$ cat config.mk
export PLATFORM = sky130hd
export DESIGN_NAME = comb_top
export DESIGN_NICKNAME = d
export VERILOG_FILES = /design/src/design/comb_pkg.sv /design/src/design/sample_stream_if.sv /design/src/design/shift_reg.sv /design/src/design/comb_regs.sv /design/src/design/comb_datapath.sv /design/src/design/comb_top.sv
export VERILOG_INCLUDE_DIRS = /design/src /design/src/design
export SDC_FILE = /design/constraint.sdc
export NUM_CORES = 1
export LEC_CHECK = 0
export ABC_AREA = 1
export BUFFER_PORTS_ARGS = -buffer_cell sky130_fd_sc_hd__buf_2
export CORE_AREA = 2 2 202 253
export CTS_CLUSTER_DIAMETER = 120
export DETAILED_ROUTE_END_ITERATION = 8
export DIE_AREA = 0 0 204 255
export GPL_ROUTABILITY_DRIVEN = 0
export MAX_ROUTING_LAYER = met4
export PLACE_DENSITY = 0.82
export SLEW_MARGIN = 20
export SYNTH_ARGS = -nofsm -noshare
export SYNTH_HDL_FRONTEND = slang
export SYNTH_SLANG_ARGS = --single-unit
$ cat constraint.sdc
create_clock -name clk -period 18.1 [get_ports clk]
set_input_delay 0.905 -clock clk [delete_from_list [all_inputs] [get_ports clk]]
set_output_delay 0.905 -clock clk [all_outputs]
set_load 0.1 [all_outputs]
$ cat src/design/comb_defs.svh
// comb filter build constants
// sample and gain widths, echo delay, register map
`ifndef COMB_DEFS_SVH
`define COMB_DEFS_SVH

////////////////////////////////////////////////////////////////////////////
// datapath widths
////////////////////////////////////////////////////////////////////////////

// signed audio sample
`define COMB_SAMPLE_W 16

// signed gain, Q1.7
`define COMB_GAIN_W 8
`define COMB_GAIN_FRAC 7

// echo delay in accepted samples
// longer than 32 so the delay line spans a long chain
`define COMB_DELAY 40

////////////////////////////////////////////////////////////////////////////
// wishbone register map, word addresses
////////////////////////////////////////////////////////////////////////////

`define COMB_WB_AW 4
`define COMB_ADDR_CTRL 0
`define COMB_ADDR_GAIN 1
`define COMB_ADDR_COUNT 2

`endif

$ cat src/design/comb_pkg.sv
// comb filter shared types
// sample, gain, product and register address enum

`include "comb_defs.svh"

package comb_pkg;

  ////////////////////////////////////////////////////////////////////////////
  // arithmetic types
  ////////////////////////////////////////////////////////////////////////////

  // one audio sample
  typedef logic signed [`COMB_SAMPLE_W-1:0] sample_t;

  // echo gain, divide by 2**COMB_GAIN_FRAC for the real value
  typedef logic signed [`COMB_GAIN_W-1:0] gain_t;

  // full precision sample times gain
  typedef logic signed [`COMB_SAMPLE_W+`COMB_GAIN_W-1:0] product_t;

  ////////////////////////////////////////////////////////////////////////////
  // register map
  ////////////////////////////////////////////////////////////////////////////

  // word addresses on the wishbone port
  typedef enum logic [`COMB_WB_AW-1:0] {
    REG_CTRL  = `COMB_WB_AW'(`COMB_ADDR_CTRL),
    REG_GAIN  = `COMB_WB_AW'(`COMB_ADDR_GAIN),
    REG_COUNT = `COMB_WB_AW'(`COMB_ADDR_COUNT)
  } comb_reg_e;

endpackage

$ cat src/design/sample_stream_if.sv
// valid/ready sample stream interface
// source and sink modports
`timescale 1ns/1ps

interface sample_stream_if import comb_pkg::*; ();

  // handshake, transfer when both high on a rising edge
  logic valid;
  logic ready;

  // payload, held by the source until the transfer
  sample_t sample;

  // marks the final sample of a block
  logic last;

  // producer side
  modport source (
    output valid,
    output sample,
    output last,
    input  ready
  );

  // consumer side
  modport sink (
    input  valid,
    input  sample,
    input  last,
    output ready
  );

endinterface

$ cat src/design/shift_reg.sv
// enable gated delay line of inferred registers
// DEPTH 0 gives a single register stage
`timescale 1ns/1ps

module shift_reg #(
  // bits per stage
  parameter int WIDTH = 1,
  // extra stages beyond the first
  parameter int DEPTH = 7
) (
  input  logic             clk,
  input  logic             ena,
  input  logic [WIDTH-1:0] din,
  output logic [WIDTH-1:0] dout
);

  ////////////////////////////////////////////////////////////////////////////
  // register chain
  ////////////////////////////////////////////////////////////////////////////

  // stage 0 takes din, stage DEPTH drives dout
  logic [WIDTH-1:0] stage [DEPTH+1];

  // all stages advance together on ena
  always_ff @(posedge clk) begin
    if (ena) begin
      stage[0] <= din;
      for (int i = 1; i <= DEPTH; i++) begin
        stage[i] <= stage[i-1];
      end
    end
  end

  // registered output straight off the last stage
  assign dout = stage[DEPTH];

  ////////////////////////////////////////////////////////////////////////////
  // checks
  ////////////////////////////////////////////////////////////////////////////

  // enable stays known once driven
  // an x here would smear unknowns down the whole chain
  a_ena_known : assert property (
    @(posedge clk) !$isunknown(ena) |=> !$isunknown(ena)
  ) else $error("shift_reg ena went unknown");

endmodule

$ cat src/design/comb_regs.sv
// wishbone classic register slave for the comb filter
// ctrl (bypass), gain and read only output sample count
`timescale 1ns/1ps

`include "comb_defs.svh"

module comb_regs import comb_pkg::*; (
  input  logic                   clk,
  input  logic                   arst_n,

  // wishbone classic slave
  input  logic                   wb_cyc,
  input  logic                   wb_stb,
  input  logic                   wb_we,
  input  logic [`COMB_WB_AW-1:0] wb_adr,
  input  logic [31:0]            wb_dat_w,
  output logic [31:0]            wb_dat_r,
  output logic                   wb_ack,

  // datapath control and status
  input  logic                   out_fire,
  output logic                   bypass,
  output gain_t                  gain
);

  ////////////////////////////////////////////////////////////////////////////
  // bus decode
  ////////////////////////////////////////////////////////////////////////////

  // new request with ack not yet given
  logic      req;
  comb_reg_e addr;
  logic      wr_en;
  logic [31:0] rd_data;

  // wrapping count of output transfers
  logic [31:0] count;

  assign req   = wb_cyc && wb_stb && !wb_ack;
  assign addr  = comb_reg_e'(wb_adr);
  assign wr_en = req && wb_we;

  // read mux with unmapped words reading zero
  always_comb begin
    rd_data = '0;
    case (addr)
      REG_CTRL:  rd_data = {31'd0, bypass};
      REG_GAIN:  rd_data = {{(32 - $bits(gain_t)){1'b0}}, gain};
      REG_COUNT: rd_data = count;
      default:   rd_data = '0;
    endcase
  end

  ////////////////////////////////////////////////////////////////////////////
  // ack and read data
  ////////////////////////////////////////////////////////////////////////////

  // single cycle ack one clock after the strobe is seen
  always_ff @(posedge clk or negedge arst_n) begin
    if (!arst_n) begin
      wb_ack <= 1'b0;
    end else begin
      wb_ack <= req;
    end
  end

  // read data lands with the ack
  always_ff @(posedge clk) begin
    if (req) begin
      wb_dat_r <= rd_data;
    end
  end

  ////////////////////////////////////////////////////////////////////////////
  // control registers
  ////////////////////////////////////////////////////////////////////////////

  // writes land on the same edge that raises ack
  always_ff @(posedge clk or negedge arst_n) begin
    if (!arst_n) begin
      bypass <= 1'b0;
      gain   <= '0;
    end else if (wr_en) begin
      case (addr)
        REG_CTRL: bypass <= wb_dat_w[0];
        REG_GAIN: gain   <= gain_t'(wb_dat_w[$bits(gain_t)-1:0]);
        // count is read only and other words ignore writes
        default: ;
      endcase
    end
  end

  // output sample counter
  always_ff @(posedge clk or negedge arst_n) begin
    if (!arst_n) begin
      count <= '0;
    end else if (out_fire) begin
      count <= count + 32'd1;
    end
  end

  ////////////////////////////////////////////////////////////////////////////
  // checks
  ////////////////////////////////////////////////////////////////////////////

  // classic cycle gives a single ack pulse per access
  a_ack_pulse : assert property (
    @(posedge clk) disable iff (!arst_n)
    wb_ack |=> !wb_ack
  ) else $error("wb_ack held for more than one cycle");

endmodule

$ cat src/design/comb_datapath.sv
// feed forward comb datapath
// delay line, fill mask, gain multiply, add, saturate, 2 stage output
`timescale 1ns/1ps

`include "comb_defs.svh"

module comb_datapath import comb_pkg::*; #(
  // echo delay in accepted samples
  parameter int DELAY = `COMB_DELAY
) (
  input  logic            clk,
  input  logic            arst_n,

  // control from the register slave
  input  logic            bypass,
  input  gain_t           gain,

  // streams
  sample_stream_if.sink   in,
  sample_stream_if.source out,

  // one pulse per output transfer
  output logic            out_fire
);

  localparam int FILL_W = $clog2(DELAY + 1);
  localparam int ALIGN_W = $bits(sample_t) + 1;

  // pipeline control
  logic advance;
  logic in_fire;

  // delayed sample and fill mask
  sample_t           delayed;
  sample_t           delayed_m;
  logic [FILL_W-1:0] fill_cnt;
  logic              filled;

  // stage 1
  logic     s1_valid;
  logic     s1_bypass;
  product_t s1_prod;
  sample_t  s1_cur;
  logic     s1_last;

  // stage 2 sum and saturation
  product_t shifted;
  product_t sum;
  sample_t  sat;

  // stage 2 registers feed the output directly
  logic    s2_valid;
  sample_t s2_sample;
  logic    s2_last;

  ////////////////////////////////////////////////////////////////////////////
  // handshake
  ////////////////////////////////////////////////////////////////////////////

  // whole pipe moves when the output slot is free or being drained
  assign advance  = !s2_valid || out.ready;
  assign in.ready = advance;
  assign in_fire  = in.valid && advance;
  assign out_fire = out.valid && out.ready;

  ////////////////////////////////////////////////////////////////////////////
  // delay line and fill mask
  ////////////////////////////////////////////////////////////////////////////

  // shifts on accepted samples only so the delay is counted in samples
  shift_reg #(
    .WIDTH ($bits(sample_t)),
    .DEPTH (DELAY - 1)
  ) u_delay_line (
    .clk  (clk),
    .ena  (in_fire),
    .din  (in.sample),
    .dout (delayed)
  );

  // saturating count of accepted samples
  always_ff @(posedge clk or negedge arst_n) begin
    if (!arst_n) begin
      fill_cnt <= '0;
    end else if (in_fire && !filled) begin
      fill_cnt <= fill_cnt + 1'b1;
    end
  end

  assign filled = (fill_cnt == FILL_W'(DELAY));

  // stale line contents count as silence
  assign delayed_m = filled ? delayed : '0;

  ////////////////////////////////////////////////////////////////////////////
  // stage 1 multiply
  ////////////////////////////////////////////////////////////////////////////

  // current sample and last ride alongside the product
  shift_reg #(
    .WIDTH (ALIGN_W),
    .DEPTH (0)
  ) u_align (
    .clk  (clk),
    .ena  (advance),
    .din  ({in.last, in.sample}),
    .dout ({s1_last, s1_cur})
  );

  // gain and bypass sampled as the sample enters
  always_ff @(posedge clk) begin
    if (advance) begin
      s1_prod   <= delayed_m * gain;
      s1_bypass <= bypass;
    end
  end

  ////////////////////////////////////////////////////////////////////////////
  // stage 2 add and saturate
  ////////////////////////////////////////////////////////////////////////////

  // arithmetic shift rounds toward minus infinity
  assign shifted = s1_prod >>> `COMB_GAIN_FRAC;
  assign sum     = product_t'(s1_cur) + shifted;

  // clamp to the sample range
  always_comb begin
    if (sum > product_t'(16'sh7fff)) begin
      sat = 16'sh7fff;
    end else if (sum < product_t'(16'sh8000)) begin
      sat = 16'sh8000;
    end else begin
      sat = sample_t'(sum);
    end
  end

  always_ff @(posedge clk) begin
    if (advance) begin
      s2_sample <= s1_bypass ? s1_cur : sat;
      s2_last   <= s1_last;
    end
  end

  // valid bits
  always_ff @(posedge clk or negedge arst_n) begin
    if (!arst_n) begin
      s1_valid <= 1'b0;
      s2_valid <= 1'b0;
    end else if (advance) begin
      s1_valid <= in.valid;
      s2_valid <= s1_valid;
    end
  end

  assign out.valid  = s2_valid;
  assign out.sample = s2_sample;
  assign out.last   = s2_last;

  ////////////////////////////////////////////////////////////////////////////
  // checks
  ////////////////////////////////////////////////////////////////////////////

  // stalled output holds its word until taken
  a_out_hold : assert property (
    @(posedge clk) disable iff (!arst_n)
    out.valid && !out.ready |=> out.valid && $stable(out.sample) && $stable(out.last)
  ) else $error("output changed while stalled");

  // input accepts exactly when the output side can move
  a_in_ready : assert property (
    @(posedge clk) disable iff (!arst_n)
    in.ready == (!out.valid || out.ready)
  ) else $error("in_ready does not track output back-pressure");

endmodule

$ cat src/design/comb_top.sv
// comb filter top level
// wishbone register slave plus streaming datapath, plain ports
`timescale 1ns/1ps

`include "comb_defs.svh"

module comb_top import comb_pkg::*; (
  input  logic                   clk,
  input  logic                   arst_n,

  // wishbone classic slave
  input  logic                   wb_cyc,
  input  logic                   wb_stb,
  input  logic                   wb_we,
  input  logic [`COMB_WB_AW-1:0] wb_adr,
  input  logic [31:0]            wb_dat_w,
  output logic [31:0]            wb_dat_r,
  output logic                   wb_ack,

  // input stream
  input  logic                   in_valid,
  output logic                   in_ready,
  input  sample_t                in_sample,
  input  logic                   in_last,

  // output stream
  output logic                   out_valid,
  input  logic                   out_ready,
  output sample_t                out_sample,
  output logic                   out_last
);

  // control between slave and datapath
  logic  bypass;
  gain_t gain;
  logic  out_fire;

  // stream bundles
  sample_stream_if in_if ();
  sample_stream_if out_if ();

  // input side into the bundle
  assign in_if.valid  = in_valid;
  assign in_if.sample = in_sample;
  assign in_if.last   = in_last;
  assign in_ready     = in_if.ready;

  // output side out of the bundle
  assign out_valid    = out_if.valid;
  assign out_sample   = out_if.sample;
  assign out_last     = out_if.last;
  assign out_if.ready = out_ready;

  comb_regs u_regs (
    .clk      (clk),
    .arst_n   (arst_n),
    .wb_cyc   (wb_cyc),
    .wb_stb   (wb_stb),
    .wb_we    (wb_we),
    .wb_adr   (wb_adr),
    .wb_dat_w (wb_dat_w),
    .wb_dat_r (wb_dat_r),
    .wb_ack   (wb_ack),
    .out_fire (out_fire),
    .bypass   (bypass),
    .gain     (gain)
  );

  comb_datapath #(
    .DELAY (`COMB_DELAY)
  ) u_datapath (
    .clk      (clk),
    .arst_n   (arst_n),
    .bypass   (bypass),
    .gain     (gain),
    .in       (in_if.sink),
    .out      (out_if.source),
    .out_fire (out_fire)
  );

endmodule

# After elaboration in Yosys (flattened, before gate mapping)
# Memory sizes are Yosys's and may differ from the RTL's.
# Index checks and enable logic that the tools add are counted.
totals:
  out_inout_bits: 52
  ff_bits: 124
  mem_count: 2
  in_bits: 60
  ramBits: 657
classes:
  n_reduce_logical: 13
  multipliers: 1
  addsub: 3
  order_cmp: 2
  mux: 9
  n_eq_ne: 3
mem_list:
  columns: ["memory", "words", "width", "rd", "rd_clocked_by_memory_dff", "write_ports", "line_no", "source"]
  rows:
  - ["u_datapath.u_delay_line.stage", 40, 16, 40, 0, 40, "shift_reg.sv:22", "logic [WIDTH-1:0] stage [DEPTH+1];"]
  - ["u_datapath.u_align.stage", 1, 17, 1, 0, 1, "shift_reg.sv:22", null]
ops:
  columns: ["cell", "count"]
  rows:
  - ["$pmux 32 s3", 1]
  - ["$mux 16", 4]
  - ["$add 32x1->32 const B", 1]
  - ["$gt 24x16->1 const B", 1]
  - ["$lt 24x16->1 const B", 1]
  - ["$mul 16x8->24", 1]
  - ["$add 16x17->18", 1]
  - ["$add 6x1->6 const B", 1]
  - ["$eq 6x6->1 const B", 1]
  - ["$logic_and 1x1->1", 6]
  - ["$eq 4x1->1 const B", 1]
  - ["$eq 4x2->1 const B", 1]
  - ["$logic_not 4->1", 1]
  - ["$mux 1", 4]
  - ["$reduce_and 2->1", 2]
  - ["$logic_not 1->1", 3]
  - ["$logic_or 1x1->1", 1]

# Logic depth before layout (Yosys ltp)
logic_depth:
  depth_word: 5
  mapped_depth: 27

# Hierarchy
# A second synthesis with hierarchy kept.
unflattened:
  cells_unflattened: 1963
  area_unflattened_um2: 30501.8
by_module_without_submodules:
  columns: ["mod", "cells_per_inst", "seq_area_each_um2", "area_each_um2", "n_inst"]
  rows:
  - ["shift_reg at u_datapath.u_delay_line", 656, 19218.4, 19338.5, 1]
  - ["comb_datapath", 911, 1251.2, 7185.6, 1]
  - ["comb_regs", 379, 2011.9, 3467.1, 1]
  - ["shift_reg at u_datapath.u_align", 17, 510.5, 510.5, 1]

# Worst setup path after synthesis
# Ideal clock, no wire load.
synth_timing:
  path_type: "input to register"
  startpoint: "input out_ready"
  endpoint: "memory u_datapath.u_delay_line.stage[0][0] (netlist name) (enable)"
  stages: 4
  t_arrival_ns: 14.378
  path_buffers: 0
  setup_ns: 0.985
  required_ns: 17.115
  slack_ns: 2.737
  path_cell_list: "nor2_1 -> inv_2 -> nand2_1 -> inv_1"
synth_rtl:
  columns: ["item", "line_no", "source"]
  rows:
  - ["start, declared", "comb_top.sv:28", "input logic out_ready,"]
  - ["end, declared", "shift_reg.sv:22", null]

# Worst setup path after layout
layout_timing:
  startpoint: "register u_datapath.fill_cnt[0]"
  endpoint: "register u_datapath.s1_prod[19], data pin"
layout_between:
  elab_chain_len: 3
layout_rtl:
  columns: ["item", "line_no", "source"]
  rows:
  - ["start, declared", "comb_datapath.sv:36", "logic [FILL_W-1:0] fill_cnt;"]
  - ["start signal, assigned", "comb_datapath.sv:86", "fill_cnt <= fill_cnt + 1'b1;"]
  - ["$eq 6x6->1", "comb_datapath.sv:90", "assign filled = (fill_cnt == FILL_W'(DELAY));"]
  - ["$mux 16", "comb_datapath.sv:93", "assign delayed_m = filled ? delayed : '0;"]
  - ["$mul 16x8->24", "comb_datapath.sv:113", "s1_prod <= delayed_m * gain;"]
  - ["end signal, assigned", "comb_datapath.sv:113", null]
  - ["end, declared", "comb_datapath.sv:42", "product_t s1_prod;"]
# Every way passes these cells.
# A chain may end at the register's enable or synchronous reset.

==> results.md <==
* Max clock buf depth at 3
* Die area at 0.0520 sq mm
* Routed Antenna Nets at 0
* Synth async-reset ratio at 0.0646
* Placed Area at 0.0313 sq mm
* Pre-Repair DR Iteration Count at 6
* Critical-path maximum fanout at 21
* Status: finished clean
* CTS Hold Bufs at 0
* Global router's overall resource usage at 0.207
* Vias per cell at 5.40
* Core area at 0.0500 sq mm
* Row cnt at 92
* CP most frequent cell: nand2_1
* RSZ-0062 raised after global routing: no
* CP required at 18.46 ns
* First-pass GRT wire length at 79800 um
* Setup Viol. Count Final at 0
* Final nets at 2242
* Share of cells above drive strength 1 at 0.112
* Mapped Avg Cell Area at 16.1 sq um
* Synth warnings at 0
* Max-cap violation count at 0
* Slew headroom at 0.279
* Detail-routed net length per standard cell at 18.6 um
* Ordered cell list for the critical path: inv_1, ha_1, nand2_1, nor4_2, buf_4, nand2_1, inv_1, nand2_1, fa_1, fa_1, inv_1, fa_1, inv_1, fa_1, inv_1, ha_1, nand2_1, o21a_1, nand2_1, a21boi_1, o21ai_0, nand2_1, nand3_1, nand2_1
* Syn Inst Count at 1865
* CTS Buf Count at 73
* Post-Syn Area at 0.0300 sq mm
* Final design instance area without fill at 0.0337 sq mm
* Clk_skew at 0.0326 ns
* Main synth FF type: edfxtp_1
* Drt total wl at 50700 um
* Power Dens Cells at 151 mW/mm^2
* Slowest CP cell: o21ai_0
* Area delta synth->final at 12.3%
* Slew Limit Fails at 0
* Height of the die at 255 um
* Die width at 204 um
* Element type at the critical path end: flip-flop
* DP HPWL at 29200 um
* Synth cell types at 43
* Resized cells post-CTS at 0
* Clock Pin Slew Worst Setup and Hold Paths at 0.06 ns
* Largest net degree at the start of global routing at 216
* Final worst-path cycle share at 0.341
* Slowest stage delay, CP at 0.64 ns
* Leakage at 13.4 nW
* Data arrival, critical path at 6.54 ns
* Setup crit start kind: flip-flop
* Maximum vdd ir drop at 0.228 mV
* Final min period at 6.18 ns
* Post-synth EDFFs at 724
* N_diodes at 0
* Worst skew pair latency at 0.63 ns
* Initial antenna violation count at 0
* Initial core utilization at 0.600
* Vias in the first global route at 15100
* Vias at 14800
* Net count after synthesis at 2090
* CTS tree: yes
* GRT overflow at 0
* Hold Crit Class: input port to async pin
* Worst Max-Slew Pin Slew at 1.08 ns
* Drc violations at 0
* #FFs+latches synth at 774
* Maximum level of the CTS H-tree at 3
* Setup_tns at 0 ns
* Initial DRC Count at 1453
* F_max at 162 MHz
* PortBufs at 87
* IO Count at 112
* Post-synthesis sequential area ratio at 0.767
* Post-CTS Setup Inserts at 0
* Critical path buffers and inverters at 6
* Hold Vio Cnt, Final at 0
* Cell family with the largest share of critical-path delay: adder cells
* # clock sinks at 774
* CP Class: flip-flop to flip-flop
* Root Buffer: clkbuf_16
[final cells by class]
type                            instances  area (sq um)
Tap cell                              658           823
Clock buffer                           94          1980
Sequential cell                       774         23000
Timing Repair Buffer                   95           514
Multi-Input combinational cell        806          5930
Inverter                              267          1010
Fill cell                            3139         16300
Clock inverter                         39           432
[state kept, by name (all words and copies together) (netlist names)]
signal                         count
u_datapath.fill_cnt                6
u_datapath.out.last                1
u_datapath.out.sample             16
u_datapath.out.valid               1
u_datapath.s1_bypass               1
u_datapath.s1_prod                17
u_datapath.s1_valid                1
u_datapath.u_align.stage          17
u_datapath.u_delay_line.stage    640
u_regs.bypass                      1
u_regs.count                      32
u_regs.gain                        8
u_regs.wb_ack                      1
u_regs.wb_dat_r                   32
[worst reg2reg max path, delay by kind of cell, from the launching register on]
family / cells / cell delay, ns
AO/OA/AOI/OAI: 3 / 1.00
flip-flops: 1 / 0.39
adder cells (fa/ha/maj): 6 / 2.58
AND/OR/NAND/NOR: 9 / 1.23
buffers and inverters: 6 / 0.71
[through the flow]
step           utilization  hold slack (ns)  setup slack [ns]  instances  total power, mW
6_report             0.674            0.297             11.92       2733             5.10
5_1_grt              0.674            0.340             11.64       2733             5.33
4_1_cts              0.674            0.392             12.06       2733             5.12
3_5_place_dp         0.626            0.405             12.22       2600             3.51
3_3_place_gp         0.626            0.401             12.42       2600             3.46
2_1_floorplan            -            0.400              2.74       1865             3.27
[cells in the final DEF, fill, tap and decap left out, drive strengths merged, types with 2 or more instances in the layout]
cell	count
o21a	2
buf	95
nor4	6
nand2	229
o21bai	3
edfxtp	724
nor2	178
bufinv	6
a21o	2
a31oi	4
or2	2
clkbuf	94
and2	2
a21oi	52
nand3	34
clkinv	26
dfrtp	50
inv	271
o22ai	5
nand4	13
xnor2	8
fa	102
clkinvlp	3
o21ai	15
ha	63
nor3	22
xor2	57
[path summary, 6_finish.rpt]
| check | startpoint | end | slack (ns) | depth (start not counted) |
|---|---|---|---|---|
| min | arst_n | u_regs.count[15] | 0.30 | 1 |
| min reg2reg | u_datapath.u_delay_line.stage[4][55] | u_datapath.u_delay_line.stage[4][71] | 0.40 | 0 |
| max | u_datapath.fill_cnt[0] | u_datapath.s1_prod[19] | 11.92 | 24 |
| max in group asynchronous | arst_n | u_datapath.fill_cnt[4] | 17.34 | 1 |
| max reg2reg | u_datapath.fill_cnt[0] | u_datapath.s1_prod[19] | 11.92 | 24 |
| min in group clk | u_datapath.u_delay_line.stage[4][55] | u_datapath.u_delay_line.stage[4][71] | 0.40 | 0 |
[metal layers]
metal,track usage,up-vias,part of all wire
li1,-,6701,-
met1,0.253,7286,0.39
met2,0.342,588,0.51
met3,0.0369,179,0.062
met4,0.0896,0,0.040
met5,-,-,0
[where the power goes]
part / total, mW / internal, mW / switching, mW / leakage, nW
clock: 1.53 / 0.872 / 0.662 / 1.17
combinational: 1.27 / 0.359 / 0.908 / 4.69
sequential: 2.29 / 2.21 / 0.0852 / 7.50
[cell families after synthesis]
family	after synthesis	synth area share
AO/OA/AOI/OAI	87	0.0160
buffers and inverters	285	0.0360
XOR/XNOR	65	0.0190
flip-flops	774	0.767
adder cells (fa/ha/maj)	165	0.0944
AND/OR/NAND/NOR	489	0.0682
[synthesized netlist by cell type, types with 6 or more instances]
master / n / area (sq um)
ha_1: 63 / 788
nor4_1: 6 / 37.5
o21ai_0: 14 / 70.1
nor2_2: 6 / 37.5
nor3_1: 18 / 90.1
nand2_1: 224 / 841
inv_1: 255 / 957
clkbuf_1: 14 / 52.6
nand4_1: 13 / 81.3
inv_2: 11 / 41.3
nand3_1: 34 / 170
dfrtp_1: 50 / 1250
fa_1: 102 / 2040
xor2_1: 57 / 499
a21oi_1: 51 / 255
edfxtp_1: 724 / 21700
xnor2_1: 8 / 70.1
nor2_1: 171 / 642
Power figures use the tool's default switching activity.
